File: src/source/ser_pkg.sv
// widths, vector types, register map and bus/config structs for the serial transmitter

package ser_pkg;

   //########################################
   // widths
   //########################################
   localparam int par_w  = 32;     // parallel word
   localparam int ser_w  = 1;      // serial lane, single bit
   localparam int cnt_w  = 5;      // bit counter, up to 31 bits
   localparam int div_w  = 8;      // shift-rate divider
   localparam int addr_w = 4;      // apb byte address

   typedef logic [par_w-1:0]  word_t;
   typedef logic [cnt_w-1:0]  bitcnt_t;   // bits per transfer or bits left
   typedef logic [div_w-1:0]  div_t;
   typedef logic [addr_w-1:0] addr_t;

   //########################################
   // register map
   //########################################
   localparam addr_t reg_ctrl   = 4'h0;
   localparam addr_t reg_data   = 4'h4;
   localparam addr_t reg_status = 4'h8;

   // ctrl field lsb positions
   localparam int ctrl_lsb_pos  = 0;   // bit order
   localparam int ctrl_size_pos = 8;   // datasize, 12..8
   localparam int ctrl_div_pos  = 16;  // clkdiv, 23..16

   typedef struct packed {
      logic    lsbfirst;   // 1 = lsb goes out first
      bitcnt_t datasize;   // 0 sends nothing
      div_t    clkdiv;     // strobe every clkdiv+1 cycles
   } ser_cfg_t;

   typedef struct packed {
      logic  psel;
      logic  penable;
      logic  pwrite;
      addr_t paddr;
      word_t pwdata;
   } apb_req_t;

   typedef struct packed {
      word_t prdata;
      logic  pready;
      logic  pslverr;
   } apb_rsp_t;

endpackage

File: src/source/ser_apb_regs.sv
// apb slave: ctrl, data and status registers with pending-word flag

`timescale 1ns/100ps

module ser_apb_regs (
   input  logic              clk,
   input  logic              nreset,     // async, active low
   input  ser_pkg::apb_req_t apb_req,
   output ser_pkg::apb_rsp_t apb_rsp,
   output ser_pkg::ser_cfg_t cfg,        // live ctrl fields
   output ser_pkg::word_t    word,       // word waiting for the shifter
   output logic              load,       // high while word pending
   input  logic              taken,      // shifter accepted the word
   input  logic              tx_wait     // hold or busy, status only
);
   import ser_pkg::*;

   logic  access;      // second phase of a transfer
   logic  hit_ctrl;
   logic  hit_data;
   logic  hit_status;
   logic  unmapped;
   logic  data_err;    // data write while still pending
   logic  wr_en;
   logic  pending;
   word_t ctrl_rd;
   word_t status_rd;

   //########################################
   // address decode
   //########################################
   assign access     = apb_req.psel & apb_req.penable;
   assign hit_ctrl   = (apb_req.paddr == reg_ctrl);
   assign hit_data   = (apb_req.paddr == reg_data);
   assign hit_status = (apb_req.paddr == reg_status);
   assign unmapped   = ~(hit_ctrl | hit_data | hit_status);
   assign data_err   = hit_data & apb_req.pwrite & pending;

   // rejected writes change nothing
   assign wr_en = access & apb_req.pwrite & ~unmapped & ~data_err;

   //########################################
   // registers
   //########################################
   always_ff @(posedge clk or negedge nreset) begin
      if (!nreset) begin
         cfg <= '0;
      end else if (wr_en && hit_ctrl) begin
         cfg.lsbfirst <= apb_req.pwdata[ctrl_lsb_pos];
         cfg.datasize <= apb_req.pwdata[ctrl_size_pos +: cnt_w];
         cfg.clkdiv   <= apb_req.pwdata[ctrl_div_pos +: div_w];
      end
   end

   // data word, payload only
   always_ff @(posedge clk) begin
      if (wr_en && hit_data)
         word <= apb_req.pwdata;
   end

   // set by data write, cleared when the shifter takes it
   always_ff @(posedge clk or negedge nreset) begin
      if (!nreset)
         pending <= 1'b0;
      else if (wr_en && hit_data)
         pending <= 1'b1;
      else if (taken)
         pending <= 1'b0;
   end

   assign load = pending;

   //########################################
   // read path and response
   //########################################
   always_comb begin
      ctrl_rd                            = '0;
      ctrl_rd[ctrl_lsb_pos]              = cfg.lsbfirst;
      ctrl_rd[ctrl_size_pos +: cnt_w]    = cfg.datasize;
      ctrl_rd[ctrl_div_pos +: div_w]     = cfg.clkdiv;
   end

   assign status_rd = {{(par_w-2){1'b0}}, tx_wait, pending};

   always_comb begin
      apb_rsp.prdata = '0;
      if (apb_req.psel && !apb_req.pwrite) begin
         if (hit_ctrl)
            apb_rsp.prdata = ctrl_rd;
         else if (hit_status)
            apb_rsp.prdata = status_rd;
         else if (hit_data)
            apb_rsp.prdata = word;       // last word written
      end
      apb_rsp.pready  = 1'b1;           // zero wait states
      apb_rsp.pslverr = access & (unmapped | data_err);
   end

   // shifter only accepts a word this block has flagged
   a_taken_needs_pending : assert property (
      @(posedge clk) disable iff (!nreset) taken |-> pending)
      else $error("taken pulsed with no word pending");

endmodule

File: src/source/ser_par2ser.sv
// parallel to serial shifter with bit counter, hold gating and bit order

`timescale 1ns/100ps

module ser_par2ser (
   input  logic              clk,
   input  logic              nreset,
   input  ser_pkg::ser_cfg_t cfg,
   input  ser_pkg::word_t    word,      // parallel data
   input  logic              load,      // word available
   input  logic              shift,     // advance one bit
   input  logic              hold,      // blocks a new start only
   output logic              taken,     // word accepted this cycle
   output logic              ser_data,
   output logic              ser_valid,
   output logic              tx_wait    // hold or busy
);
   import ser_pkg::*;

   bitcnt_t count;   // bits still to send
   word_t   sreg;
   logic    lsb_q;   // order latched per word
   logic    busy;
   logic    start;

   assign busy  = |count;
   assign start = load & ~hold & ~busy;   // never interrupts a word
   assign taken = start;

   //########################################
   // counter and order
   //########################################
   always_ff @(posedge clk or negedge nreset) begin
      if (!nreset) begin
         count <= '0;
         lsb_q <= 1'b0;
      end else if (start) begin
         count <= cfg.datasize;        // zero means empty transfer
         lsb_q <= cfg.lsbfirst;
      end else if (shift && busy) begin
         count <= count - 1'b1;
      end
   end

   //########################################
   // shift register
   //########################################
   always_ff @(posedge clk) begin
      if (start)
         sreg <= word;
      else if (shift && busy) begin
         if (lsb_q)
            sreg <= {{ser_w{1'b0}}, sreg[par_w-1:ser_w]};        // toward bit 0
         else
            sreg <= {sreg[par_w-ser_w-1:0], {ser_w{1'b0}}};      // toward msb
      end
   end

   assign ser_data  = lsb_q ? sreg[0] : sreg[par_w-1];
   assign ser_valid = busy;
   assign tx_wait   = hold | busy;

   // an idle counter only leaves zero through a start
   a_count_no_wrap : assert property (
      @(posedge clk) disable iff (!nreset) (count == '0 && !start) |=> (count == '0))
      else $error("bit counter wrapped below zero");

endmodule

File: src/source/ser_rate_gen.sv
// shift-strobe divider, restarted when a word is taken

`timescale 1ns/100ps

module ser_rate_gen (
   input  logic           clk,
   input  logic           nreset,
   input  ser_pkg::div_t  clkdiv,    // period is clkdiv+1
   input  logic           restart,   // word start, realign the count
   output logic           shift      // one-cycle strobe
);
   import ser_pkg::*;

   div_t cnt;    // cycles until next strobe
   logic run;    // quiet until the first word

   always_ff @(posedge clk or negedge nreset) begin
      if (!nreset) begin
         cnt <= '0;
         run <= 1'b0;
      end else begin
         if (restart)
            run <= 1'b1;
         if (restart || cnt == '0)
            cnt <= clkdiv;             // reload
         else
            cnt <= cnt - 1'b1;
      end
   end

   assign shift = run & (cnt == '0);

   // with a divider set, strobes are always separated
   a_no_double_strobe : assert property (
      @(posedge clk) disable iff (!nreset) (shift && clkdiv != '0) |=> !shift)
      else $error("shift strobe high on consecutive cycles");

endmodule

File: src/source/ser_tx_top.sv
// top level: apb registers, rate generator and shifter

`timescale 1ns/100ps

module ser_tx_top (
   input  logic              clk,
   input  logic              nreset,
   input  ser_pkg::apb_req_t apb_req,
   output ser_pkg::apb_rsp_t apb_rsp,
   input  logic              hold,        // delays next word start
   output logic              ser_data,
   output logic              ser_valid,
   output logic              ser_shift    // receiver sample strobe
);
   import ser_pkg::*;

   ser_cfg_t cfg;
   word_t    word;
   logic     load;
   logic     taken;
   logic     tx_wait;

   ser_apb_regs u_regs (
      .clk     (clk),
      .nreset  (nreset),
      .apb_req (apb_req),
      .apb_rsp (apb_rsp),
      .cfg     (cfg),
      .word    (word),
      .load    (load),
      .taken   (taken),
      .tx_wait (tx_wait)
   );

   // strobe realigned to each word start
   ser_rate_gen u_rate (
      .clk     (clk),
      .nreset  (nreset),
      .clkdiv  (cfg.clkdiv),
      .restart (taken),
      .shift   (ser_shift)
   );

   ser_par2ser u_shift (
      .clk       (clk),
      .nreset    (nreset),
      .cfg       (cfg),
      .word      (word),
      .load      (load),
      .shift     (ser_shift),
      .hold      (hold),
      .taken     (taken),
      .ser_data  (ser_data),
      .ser_valid (ser_valid),
      .tx_wait   (tx_wait)
   );

endmodule

File: config.mk
export PLATFORM = sky130hd
export DESIGN_NAME = ser_tx_top
export DESIGN_NICKNAME = d
export VERILOG_FILES = /design/src/source/ser_pkg.sv /design/src/source/ser_apb_regs.sv /design/src/source/ser_par2ser.sv /design/src/source/ser_rate_gen.sv /design/src/source/ser_tx_top.sv
export SDC_FILE = /design/constraint.sdc
export NUM_CORES = 1
export LEC_CHECK = 0
export BUFFER_PORTS_ARGS = -buffer_cell sky130_fd_sc_hd__buf_2
export CAP_MARGIN = 10
export CORE_MARGIN = 4
export CORE_UTILIZATION = 50
export DETAILED_ROUTE_END_ITERATION = 10
export PLACE_DENSITY = 0.86
export SYNTH_ARGS = -nofsm -noshare
export SYNTH_HDL_FRONTEND = slang
export SYNTH_HIERARCHICAL = 1
export SYNTH_SLANG_ARGS = --single-unit
File: constraint.sdc
create_clock -name clk -period 3.2 [get_ports clk]
set_input_delay 0.64 -clock clk [delete_from_list [all_inputs] [get_ports clk]]
set_output_delay 0.64 -clock clk [all_outputs]
set_load 0.01 [all_outputs]
==> results of run 1 <==
==> cell families (layout without fill, tap and decap cells) <==
logic type | count (synthesis) | in the layout | share of synthesized area, %
AO/OA/AOI/OAI | 63 | 63 | 8.95
buffers and inverters | 31 | 112 | 3.74
XOR/XNOR | 6 | 6 | 1.17
AND/OR/NAND/NOR | 107 | 107 | 14.1
multiplexers | 49 | 49 | 11.5
flip-flops | 94 | 94 | 59.6
adder cells (fa/ha/maj) | 3 | 3 | 0.837
other | 1 | 1 | 0.0836
==> per-stage QoR <==
| step | instances | total power [mW] |
|---|---|---|
| final | 543 | 2.33 |
| after global routing | 543 | 2.42 |
| after CTS | 543 | 2.35 |
| after detailed placement | 527 | 1.46 |
| after global placement | 527 | 1.46 |
| after floorplan | 354 | 1.40 |
==> per-layer routing <==
| layer | global-route usage, % | wire length [um] |
|---|---|---|
| met4 | 5.35 | 133 |
| met5 | 0 | 0 |
| met3 | 5.21 | 574 |
| met2 | 33.1 | 4910 |
| met1 | 24.9 | 4020 |
==> cell type report <==
type / count / area (um2) / share of cell area (%)
Inverter: 10 / 37.5 / 0.719
Multi-Input combinational cell: 229 / 1680 / 32.2
Tap cell: 108 / 135 / 2.59
Clock inverter: 6 / 92.6 / 1.77
Timing Repair Buffer: 86 / 465 / 8.91
Sequential cell: 94 / 2670 / 51.2
Clock buffer: 10 / 138 / 2.63
==> cell usage after synthesis, drive strengths merged, types with 3 or more instances <==
cell,number
inv,10
mux2,17
nand2,12
clkbuf,13
a22oi,13
a21oi,32
o21ai,9
xor2,3
xnor2,3
nor3,33
nand2b,3
nor2,18
buf,8
edfxtp,64
dfrtp,30
and2,17
mux2i,32
ha,3
nor2b,4
nand3,4
nor3b,4
==> flip-flops by register name (all words and copies together), names as in the netlist <==
signal and cells:
u_rate/run 1, u_shift/sreg 32, u_regs/word 32, u_shift/count 5, u_regs/load 1, u_rate/cnt 8
u_regs/cfg 14, u_shift/lsb_q 1
==> power by group <==
| group | total [mW] | switching, mW | leakage (nW) | internal, mW |
|---|---|---|---|---|
| registers | 1.34 | 0.0196 | 1.03 | 1.32 |
| logic | 0.0997 | 0.0507 | 0.907 | 0.0490 |
| clock network | 0.891 | 0.423 | 0.115 | 0.468 |
==> worst register-to-register path: cells and delay by family (launching register included) <==
family	cells	cell delay (ps)
compound gates	2	420
buf+inv	1	200
flops	1	450
simple gates	3	1280
==> worst min path at each step <==
stage / to / slack, ps / cells after the start
finish: u_regs/cfg[3] / 300 / 1
global route: u_regs/cfg[0] / 330 / 1
CTS: u_regs/cfg[3] / 310 / 1
detailed placement: u_rate/run / 450 / 1
global placement: u_rate/run / 450 / 1
floorplan: u_rate/cnt[0] / 340 / 0
==> impl_metrics.py, run 1 <==
metrics = {
    "outcome": {
        "status": "finished, final reports clean",
    },
    "cells_and_area": {
        "layout.nets": 475,
        "area_delta_synth_final_pct": 16.5,
        "antenna-diode-count": 0,
        "mostFrequentLayoutCells": "buf_2 (77), edfxtp_1 (64), a21oi_1 (32), nor3_1 (32), mux2i_1 (31)",
        "fin_util_pct": 59.9,
        "drive_gt1_share_pct": 32.2,
        "commonest_non_fill_non_tap_cell_in_the_layout": "buf_2",
        "final_design_area_no_fill_um2": 5220,
        "fillCellCount": 680,
    },
    "sta": {
        "post-route-period-util_pct": 83.7,
        "layout_setup_ws_ps": 523,
        "final-setup-viol-count": 0,
        "rsz0062_at_grt": "no",
        "timing.final.crit_period_ps": 2680,
        "final.setup.tns_ps": 0,
        "final-max-slew-violation-count": 0,
        "timing.final.hold_violations": 0,
        "tightest_slew_ps": 700,
        "timing.clock.skew_ps": 9.17,
        "fmax_ghz": 0.374,
        "worst_hold_slack_ps": 297,
        "timing.slew.headroom_pct": 53.3,
    },
    "global_routing": {
        "grtUsageTotal_pct": 19.5,
        "grt_antenna_before_repair": 0,
        "grt_start_max_net_pins": 34,
        "grt_first_pass_wirelength_mm": 15.7,
        "first_global_vias": 3149,
        "globalRouteOverflowTotal": 0,
    },
    "clocking": {
        "cts_root_buf": "clkbuf_8",
        "hold_bufs_inserted_after_cts": 0,
        "clk_path_buf_depth": 2,
        "cts_setup_buffers": 0,
        "cts.reportedPaths.clkPinSlew_ps": 90,
        "clock_sink_count": 94,
        "cts_max_level": 3,
        "tritoncts_clock_tree": "done",
        "clk-insertion-delay-late_ps": 370,
        "cts_bufs_inserted": 9,
        "cts_repair_resize_count": 0,
    },
    "synth": {
        "syn-num-nets": 399,
        "cell_type_with_the_largest_total_area_after_synthesis": "edfxtp_1",
        "cell_count_after_synthesis": 354,
        "yosys_warnings": 6,
        "synth_edf_count": 64,
        "synth_top_cell_area_share_pct": 42.8,
        "yosysSeqAreaShare_pct": 59.6,
        "yosysUniqueCellTypes": 51,
        "ys.flop_type": "edfxtp_1",
        "yosys-top-cells-area": "edfxtp_1 (43%), dfrtp_1 (17%), mux2i_1 (7.1%)",
        "yosys_register_bits": 94,
        "post_synth.cell_area_avg_um2": 12.7,
        "syn_area_um2": 4490,
        "ys_async_sr_fraction_pct": 31.9,
    },
    "critical_path": {
        "end_point_of_the_critical_path": "apb_rsp[27]",
        "crit_path_top_delay_cell": "or4b_4",
        "worst_r2r_path_depth": 6,
        "crit_top_cell": "buf_2",
        "reg2reg_slack_ps": 740,
        "reg2reg_to": "u_rate/cnt[5]",
        "crit_path_start": "apb_req[33]",
        "timing.critical_path.arrival_ps": 2040,
        "critical_path_depth": 6,
        "sort_of_element_at_the_end_of_the_critical_path": "primary output",
        "cp_top_family": "simple AND/OR/NAND/NOR gates",
        "crit_path_max_fanout": 17,
        "startpoint_type": "input port",
        "timing.setup.critical_path_class": "input port to primary output",
        "rr_startpoint": "u_regs/load",
        "cp.required_ps": 2560,
        "crit_path_cell_trace": "buf_2, or4b_4, nor3b_4, buf_4, and2_1, buf_2",
        "slowest_delay_ps": 550,
        "critical_path.n_buffers_inverters": 3,
    },
    "place": {
        "preCtsSetupSlack_ps": 442,
        "io_buffer_count": 77,
        "placement.cell_area_um2": 4990,
        "hpwlAfterDp_mm": 6.82,
        "finalWeightedCongestion": 0.877,
    },
    "power": {
        "worst_ir_drop_vdd_mv": 0.435,
        "power_density_nw_per_um2": 445,
        "power_leakage_nw": 2.05,
    },
    "detailed_routing": {
        "detail_route.wl_per_cell_um": 17.7,
        "final_antenna_net_count": 0,
        "drt_via_density": 5.62,
        "drc": 0,
        "drt_first_pass_iters": 4,
        "first_iter_violations": 211,
        "num_vias": 3050,
        "drt_wl_total_mm": 9.63,
    },
    "floorplanning": {
        "die_width_um": 103,
        "floorplan.die.height_um": 103,
        "design.portCount": 79,
        "floorplan.core_area_um2": 8720,
        "number_of_cell_rows": 34,
        "fp.dieArea_um2": 10600,
        "floorplan.initialDensity_pct": 51.4,
    },
    "job": {
        "max_capacitance_violation_count": 0,
    },
    "min_path": {
        "worstHoldPathType": "input port to async pin",
    },
}
No activity file was read; power rests on OpenSTA's default activity.
==> inputs of run 2 (changes only) <==
--- a/config.mk
+++ b/config.mk
@@ -8,9 +8,9 @@
 export BUFFER_PORTS_ARGS = -buffer_cell sky130_fd_sc_hd__buf_2
 export CAP_MARGIN = 10
 export CORE_MARGIN = 4
-export CORE_UTILIZATION = 50
+export CORE_UTILIZATION = 51
 export DETAILED_ROUTE_END_ITERATION = 10
-export PLACE_DENSITY = 0.86
+export PLACE_DENSITY = 0.85
 export SYNTH_ARGS = -nofsm -noshare
 export SYNTH_HDL_FRONTEND = slang
 export SYNTH_HIERARCHICAL = 1
==> constraint.sdc (replaced) <==
create_clock -name clk -period 2.6 [get_ports clk]
set_input_delay 0.52 -clock clk [delete_from_list [all_inputs] [get_ports clk]]
set_output_delay 0.52 -clock clk [all_outputs]
set_load 0.01 [all_outputs]
==> run 2 against run 1 <==
- clock-buffer cell count shrank 1
- via count grew 0.72%
- design area grew 0.31%
- hold slack lost 120 ps
- non-clock buffer count grew 3
- cell count is the same
- critical path type unchanged
- largest power group unchanged
==> impl_metrics.py, run 2 (synthesized netlist as in run 1, its figures left out) <==
metrics = {
    "sta": {
        "timing.final.crit_period_ps": 2400,
        "final-setup-viol-count": 0,
        "final-max-slew-violation-count": 0,
        "post-route-period-util_pct": 92.3,
        "layout_setup_ws_ps": 199,
        "tightest_slew_ps": 679,
        "timing.slew.headroom_pct": 54.7,
        "timing.clock.skew_ps": 10.4,
        "final.setup.tns_ps": 0,
        "fmax_ghz": 0.417,
        "rsz0062_at_grt": "no",
        "timing.final.hold_violations": 0,
    },
    "clocking": {
        "cts_repair_resize_count": 0,
        "clk-insertion-delay-late_ps": 360,
        "clk_path_buf_depth": 2,
        "cts_bufs_inserted": 9,
        "hold_bufs_inserted_after_cts": 0,
        "cts_setup_buffers": 0,
        "tritoncts_clock_tree": "done",
        "cts_max_level": 3,
        "cts.reportedPaths.clkPinSlew_ps": 100,
        "clock_sink_count": 94,
        "cts_root_buf": "clkbuf_8",
    },
    "power": {
        "p_seq_share_pct": 58.9,
        "total_power_mw": 2.79,
        "comb_power_share_pct": 4.3,
        "total_switching_power_mw": 0.642,
        "netSwitchingFraction_pct": 23.0,
        "worst_ir_drop_vdd_mv": 0.420,
        "power_density_nw_per_um2": 533,
        "clock_power_share_pct": 36.7,
        "p_int_mw": 2.15,
        "power_leakage_nw": 2.06,
    },
    "detailed_routing": {
        "detail_route.wl_per_cell_um": 17.4,
        "final_antenna_net_count": 0,
        "first_iter_violations": 218,
        "drc": 0,
        "drt_wl_total_mm": 9.46,
        "drt_via_density": 5.66,
        "num_vias": 3072,
        "drt_first_pass_iters": 4,
    },
    "global_routing": {
        "met1_usage_pct": 25.1,
        "first_global_vias": 3216,
        "m2_gr_usage_pct": 32.7,
        "globalRouteMet3Util_pct": 4.96,
        "grt_antenna_before_repair": 0,
        "globalRouteOverflowTotal": 0,
        "grtUsageTotal_pct": 19.7,
        "peak_usage_layer_in_the_global_routing_report": "met2",
        "grt_start_max_net_pins": 34,
        "grt_first_pass_wirelength_mm": 15.7,
    },
    "cells_and_area": {
        "reg.largest.list": "u_regs/word (32), u_shift/sreg (32), u_regs/cfg (14)",
        "mostFrequentLayoutCells": "buf_2 (77), edfxtp_1 (64), a21oi_1 (32), nor3_1 (32), mux2i_1 (31)",
        "fillCellCount": 629,
        "antenna-diode-count": 0,
        "fin_util_pct": 62.5,
        "register_area_um2": 2670,
        "layout.cells.non_filler": 543,
        "layout.nets": 478,
        "area_delta_synth_final_pct": 16.8,
        "drive_gt1_share_pct": 32.6,
        "commonest_non_fill_non_tap_cell_in_the_layout": "buf_2",
        "multi_input_comb_area_um2": 1680,
    },
    "critical_path": {
        "timing.critical_path.arrival_ps": 1880,
        "crit_path_max_fanout": 17,
        "reg2reg_slack_ps": 390,
        "timing.setup.critical_path_class": "input port to primary output",
        "sort_of_element_at_the_end_of_the_critical_path": "primary output",
        "cp.required_ps": 2080,
        "startpoint_type": "input port",
    },
    "floorplanning": {
        "floorplan.core_area_um2": 8380,
        "number_of_cell_rows": 33,
        "floorplan.initialDensity_pct": 53.5,
        "die_width_um": 102,
        "fp.dieArea_um2": 10400,
        "design.portCount": 79,
        "floorplan.die.height_um": 102,
    },
    "job": {
        "max_capacitance_violation_count": 0,
    },
    "outcome": {
        "status": "finished, final reports clean",
    },
    "place": {
        "preCtsSetupSlack_ps": 186,
        "hpwlAfterDp_mm": 6.77,
        "io_buffer_count": 77,
        "place.detailed.instances": 527,
        "finalWeightedCongestion": 0.868,
    },
    "min_path": {
        "worstHoldPathType": "input port to async pin",
    },
}
## run 2: cell types whose count changed in the layout (fill, tap and decap cells not counted), sizes merged
cell,previous run,this run
clkinvlp,1,0
bufinv,2,1
clkbuf,10,9
buf,86,89
inv,12,13
clkinv,1,3
## run 2: power groups by stage
| stage | clock (mW) | sequential, mW | combinational [mW] |
|---|---|---|---|
| floorplan | 0 | 1.67 | 0.0597 |
| global placement | 0 | 1.68 | 0.117 |
| detailed placement | 0 | 1.68 | 0.122 |
| CTS | 1.05 | 1.64 | 0.123 |
| global route | 1.10 | 1.65 | 0.136 |
| finish | 1.03 | 1.64 | 0.121 |
## run 2: layout make-up
cell class,count,share of cell area [%]
sequential,94,51.0
multi-input combinational,229,32.1
timing repair buffer,89,9.55
tap,105,2.51
clock buffer,9,2.36
clock inverter,7,1.74
inverter,10,0.716
## run 2: stage by stage
step / instance area, um2 / hold WS, ps
finish: 5240 / 179
global route: 5240 / 213
CTS: 5240 / 189
detailed placement: 5020 / 467
global placement: 5020 / 449
floorplan: 4510 / 224
## run 2: critical path: stages
cell,delay [ps]
buf_2,140
or4b_4,560
nor3b_4,250
buf_12,170
and2_1,130
buf_2,130
## run 2: worst paths after layout
kind,start,end,cells after the start
max,apb_req[33],apb_rsp[4],6
min,nreset,u_regs/cfg[3],1
max reg2reg,u_rate/cnt[3],u_shift/count[3],4
min reg2reg,u_rate/run,u_rate/run,1
max in group asynchronous,nreset,u_shift/lsb_q,1
min in group clk,apb_req[13],u_regs/word[13],1
## run 2: per-layer routing
metal  vias to the layer above  wire length (um)
met3                        12               620
li1                       1471                 -
met1                      1489              3970
met4                         0               161
met2                       100              4710
met5                         -                 0
==> inputs of run 3 (changes only) <==
--- a/config.mk
+++ b/config.mk
@@ -11,6 +11,8 @@
 export CORE_UTILIZATION = 51
 export DETAILED_ROUTE_END_ITERATION = 10
 export PLACE_DENSITY = 0.85
+export REMOVE_ABC_BUFFERS = 1
+export SKIP_CTS_REPAIR_TIMING = 1
 export SYNTH_ARGS = -nofsm -noshare
 export SYNTH_HDL_FRONTEND = slang
 export SYNTH_HIERARCHICAL = 1
==> run 3 against run 2 <==
- clock power is 4% lower
- hold slack worse by 6.2 ps
- clock-buffer cell count is 2 higher
- critical endpoint is now apb_rsp[16]
- largest power group unchanged
- worst setup slack worse by 26 ps
- maximum frequency is 1.1% lower
- critical path depth stayed put
- combinational power hardly changed
- core utilization is 0.45 points lower
==> impl_metrics.py, run 3 (synthesized netlist as in run 1, its figures left out) <==
metrics = {
    "detailed_routing": {
        "final_antenna_net_count": 0,
        "drt_via_density": 5.68,
        "detail_route.wl_per_cell_um": 17.3,
        "num_vias": 3083,
        "drt_first_pass_iters": 4,
        "first_iter_violations": 215,
        "drt_wl_total_mm": 9.42,
        "drc": 0,
    },
    "global_routing": {
        "first_global_vias": 3224,
        "grt_antenna_before_repair": 0,
        "grt_first_pass_wirelength_mm": 15.8,
        "grt_start_max_net_pins": 35,
        "peak_usage_layer_in_the_global_routing_report": "met2",
        "globalRouteMet3Util_pct": 5.79,
        "globalRouteOverflowTotal": 0,
        "met1_usage_pct": 26.0,
        "m2_gr_usage_pct": 31.5,
        "grtUsageTotal_pct": 19.6,
    },
    "sta": {
        "tightest_slew_ps": 682,
        "worst_hold_slack_ps": 173,
        "timing.slew.headroom_pct": 54.6,
        "post-route-period-util_pct": 93.4,
        "final.setup.tns_ps": 0,
        "timing.clock.skew_ps": 13.7,
        "final-max-slew-violation-count": 0,
        "final-setup-viol-count": 0,
        "timing.final.hold_violations": 0,
        "fmax_ghz": 0.412,
        "timing.final.crit_period_ps": 2430,
        "rsz0062_at_grt": "no",
    },
    "critical_path": {
        "crit_top_cell": "buf_2",
        "reg2reg_slack_ps": 370,
        "critical_path.n_buffers_inverters": 3,
        "cp.required_ps": 2080,
        "reg2reg_to": "u_shift/count[3]",
        "rr_startpoint": "u_rate/cnt[3]",
        "timing.critical_path.arrival_ps": 1910,
        "crit_path_max_fanout": 17,
        "worst_r2r_path_depth": 4,
        "startpoint_type": "input port",
        "sort_of_element_at_the_end_of_the_critical_path": "primary output",
        "timing.setup.critical_path_class": "input port to primary output",
        "crit_path_cell_trace": "buf_2, or4b_4, nor3b_4, buf_4, and2_1, buf_2",
        "cp_top_family": "simple AND/OR/NAND/NOR gates",
        "slowest_delay_ps": 550,
        "crit_path_top_delay_cell": "or4b_4",
    },
    "floorplanning": {
        "floorplan.core_area_um2": 8380,
        "floorplan.initialDensity_pct": 53.5,
        "number_of_cell_rows": 33,
        "die_width_um": 102,
        "design.portCount": 79,
        "floorplan.die.height_um": 102,
        "fp.dieArea_um2": 10400,
    },
    "clocking": {
        "clock_sink_count": 94,
        "cts.reportedPaths.clkPinSlew_ps": 100,
        "tritoncts_clock_tree": "done",
        "clk_path_buf_depth": 2,
        "cts_root_buf": "clkbuf_8",
        "cts_bufs_inserted": 9,
        "cts_max_level": 3,
        "clk-insertion-delay-late_ps": 370,
    },
    "power": {
        "power_leakage_nw": 2.04,
        "total_power_mw": 2.75,
        "comb_power_share_pct": 4.5,
        "p_int_mw": 2.13,
        "worst_ir_drop_vdd_mv": 0.493,
        "power_density_nw_per_um2": 529,
        "total_switching_power_mw": 0.621,
        "clock_power_share_pct": 35.8,
        "p_seq_share_pct": 59.7,
        "netSwitchingFraction_pct": 22.6,
    },
    "cells_and_area": {
        "fin_util_pct": 62.1,
        "mostFrequentLayoutCells": "buf_2 (77), edfxtp_1 (64), a21oi_1 (32), nor3_1 (32), mux2i_1 (31)",
        "drive_gt1_share_pct": 32.6,
        "antenna-diode-count": 0,
        "commonest_non_fill_non_tap_cell_in_the_layout": "buf_2",
        "area_delta_synth_final_pct": 16.0,
        "register_area_um2": 2670,
        "layout.nets": 478,
        "fillCellCount": 674,
        "multi_input_comb_area_um2": 1680,
        "reg.largest.list": "u_regs/word (32), u_shift/sreg (32), u_regs/cfg (14)",
    },
    "place": {
        "hpwlAfterDp_mm": 6.63,
        "io_buffer_count": 77,
        "finalWeightedCongestion": 0.913,
    },
    "min_path": {
        "worstHoldPathType": "input port to async pin",
    },
    "outcome": {
        "status": "finished, final reports clean",
    },
    "job": {
        "max_capacitance_violation_count": 0,
    },
}
run 3: how the worst max path moves through the flow:
stage,endpoint,cells past startpoint,slack (ps),start
floorplan,u_regs/word[0],2,-2110,apb_req[35]
global placement,apb_rsp[26],6,240,apb_req[36]
detailed placement,apb_rsp[16],6,160,apb_req[33]
CTS,apb_rsp[16],6,160,apb_req[33]
global route,apb_rsp[16],6,100,apb_req[33]
finish,apb_rsp[16],6,170,apb_req[33]
run 3: area by class of cell:
type	instances	share of cell area, %
inverters	10	0.722
clock inverters	5	0.890
multi-input cells	229	32.2
clock buffers	11	3.13
well taps	105	2.53
repair buffers	89	9.14
flip-flops and latches	94	51.4
run 3: metrics by stage:
step           area [um2]  cells  setup WS [ps]
2_1_floorplan        4360    333          -2110
3_3_place_gp         4990    527            243
3_5_place_dp         4990    527            163
4_1_cts              5200    543            163
5_1_grt              5200    543            103
6_report             5200    543            173
run 3: power by group through the flow:
stage                     Combinational [mW]  Sequential, mW  Clock (mW)
after CTS                              0.125            1.64        1.01
final                                  0.123            1.64       0.986
after global routing                   0.137            1.65        1.08
after global placement                 0.117            1.67           0
after floorplan                       0.0551            1.67           0
after detailed placement               0.123            1.68           0
run 3: metal layers:
| metal | routed length, um | vias up |
|---|---|---|
| met5 | 0 | - |
| met4 | 55 | 0 |
| met3 | 675 | 7 |
| met2 | 4670 | 91 |
| met1 | 4020 | 1513 |
| li1 | - | 1472 |
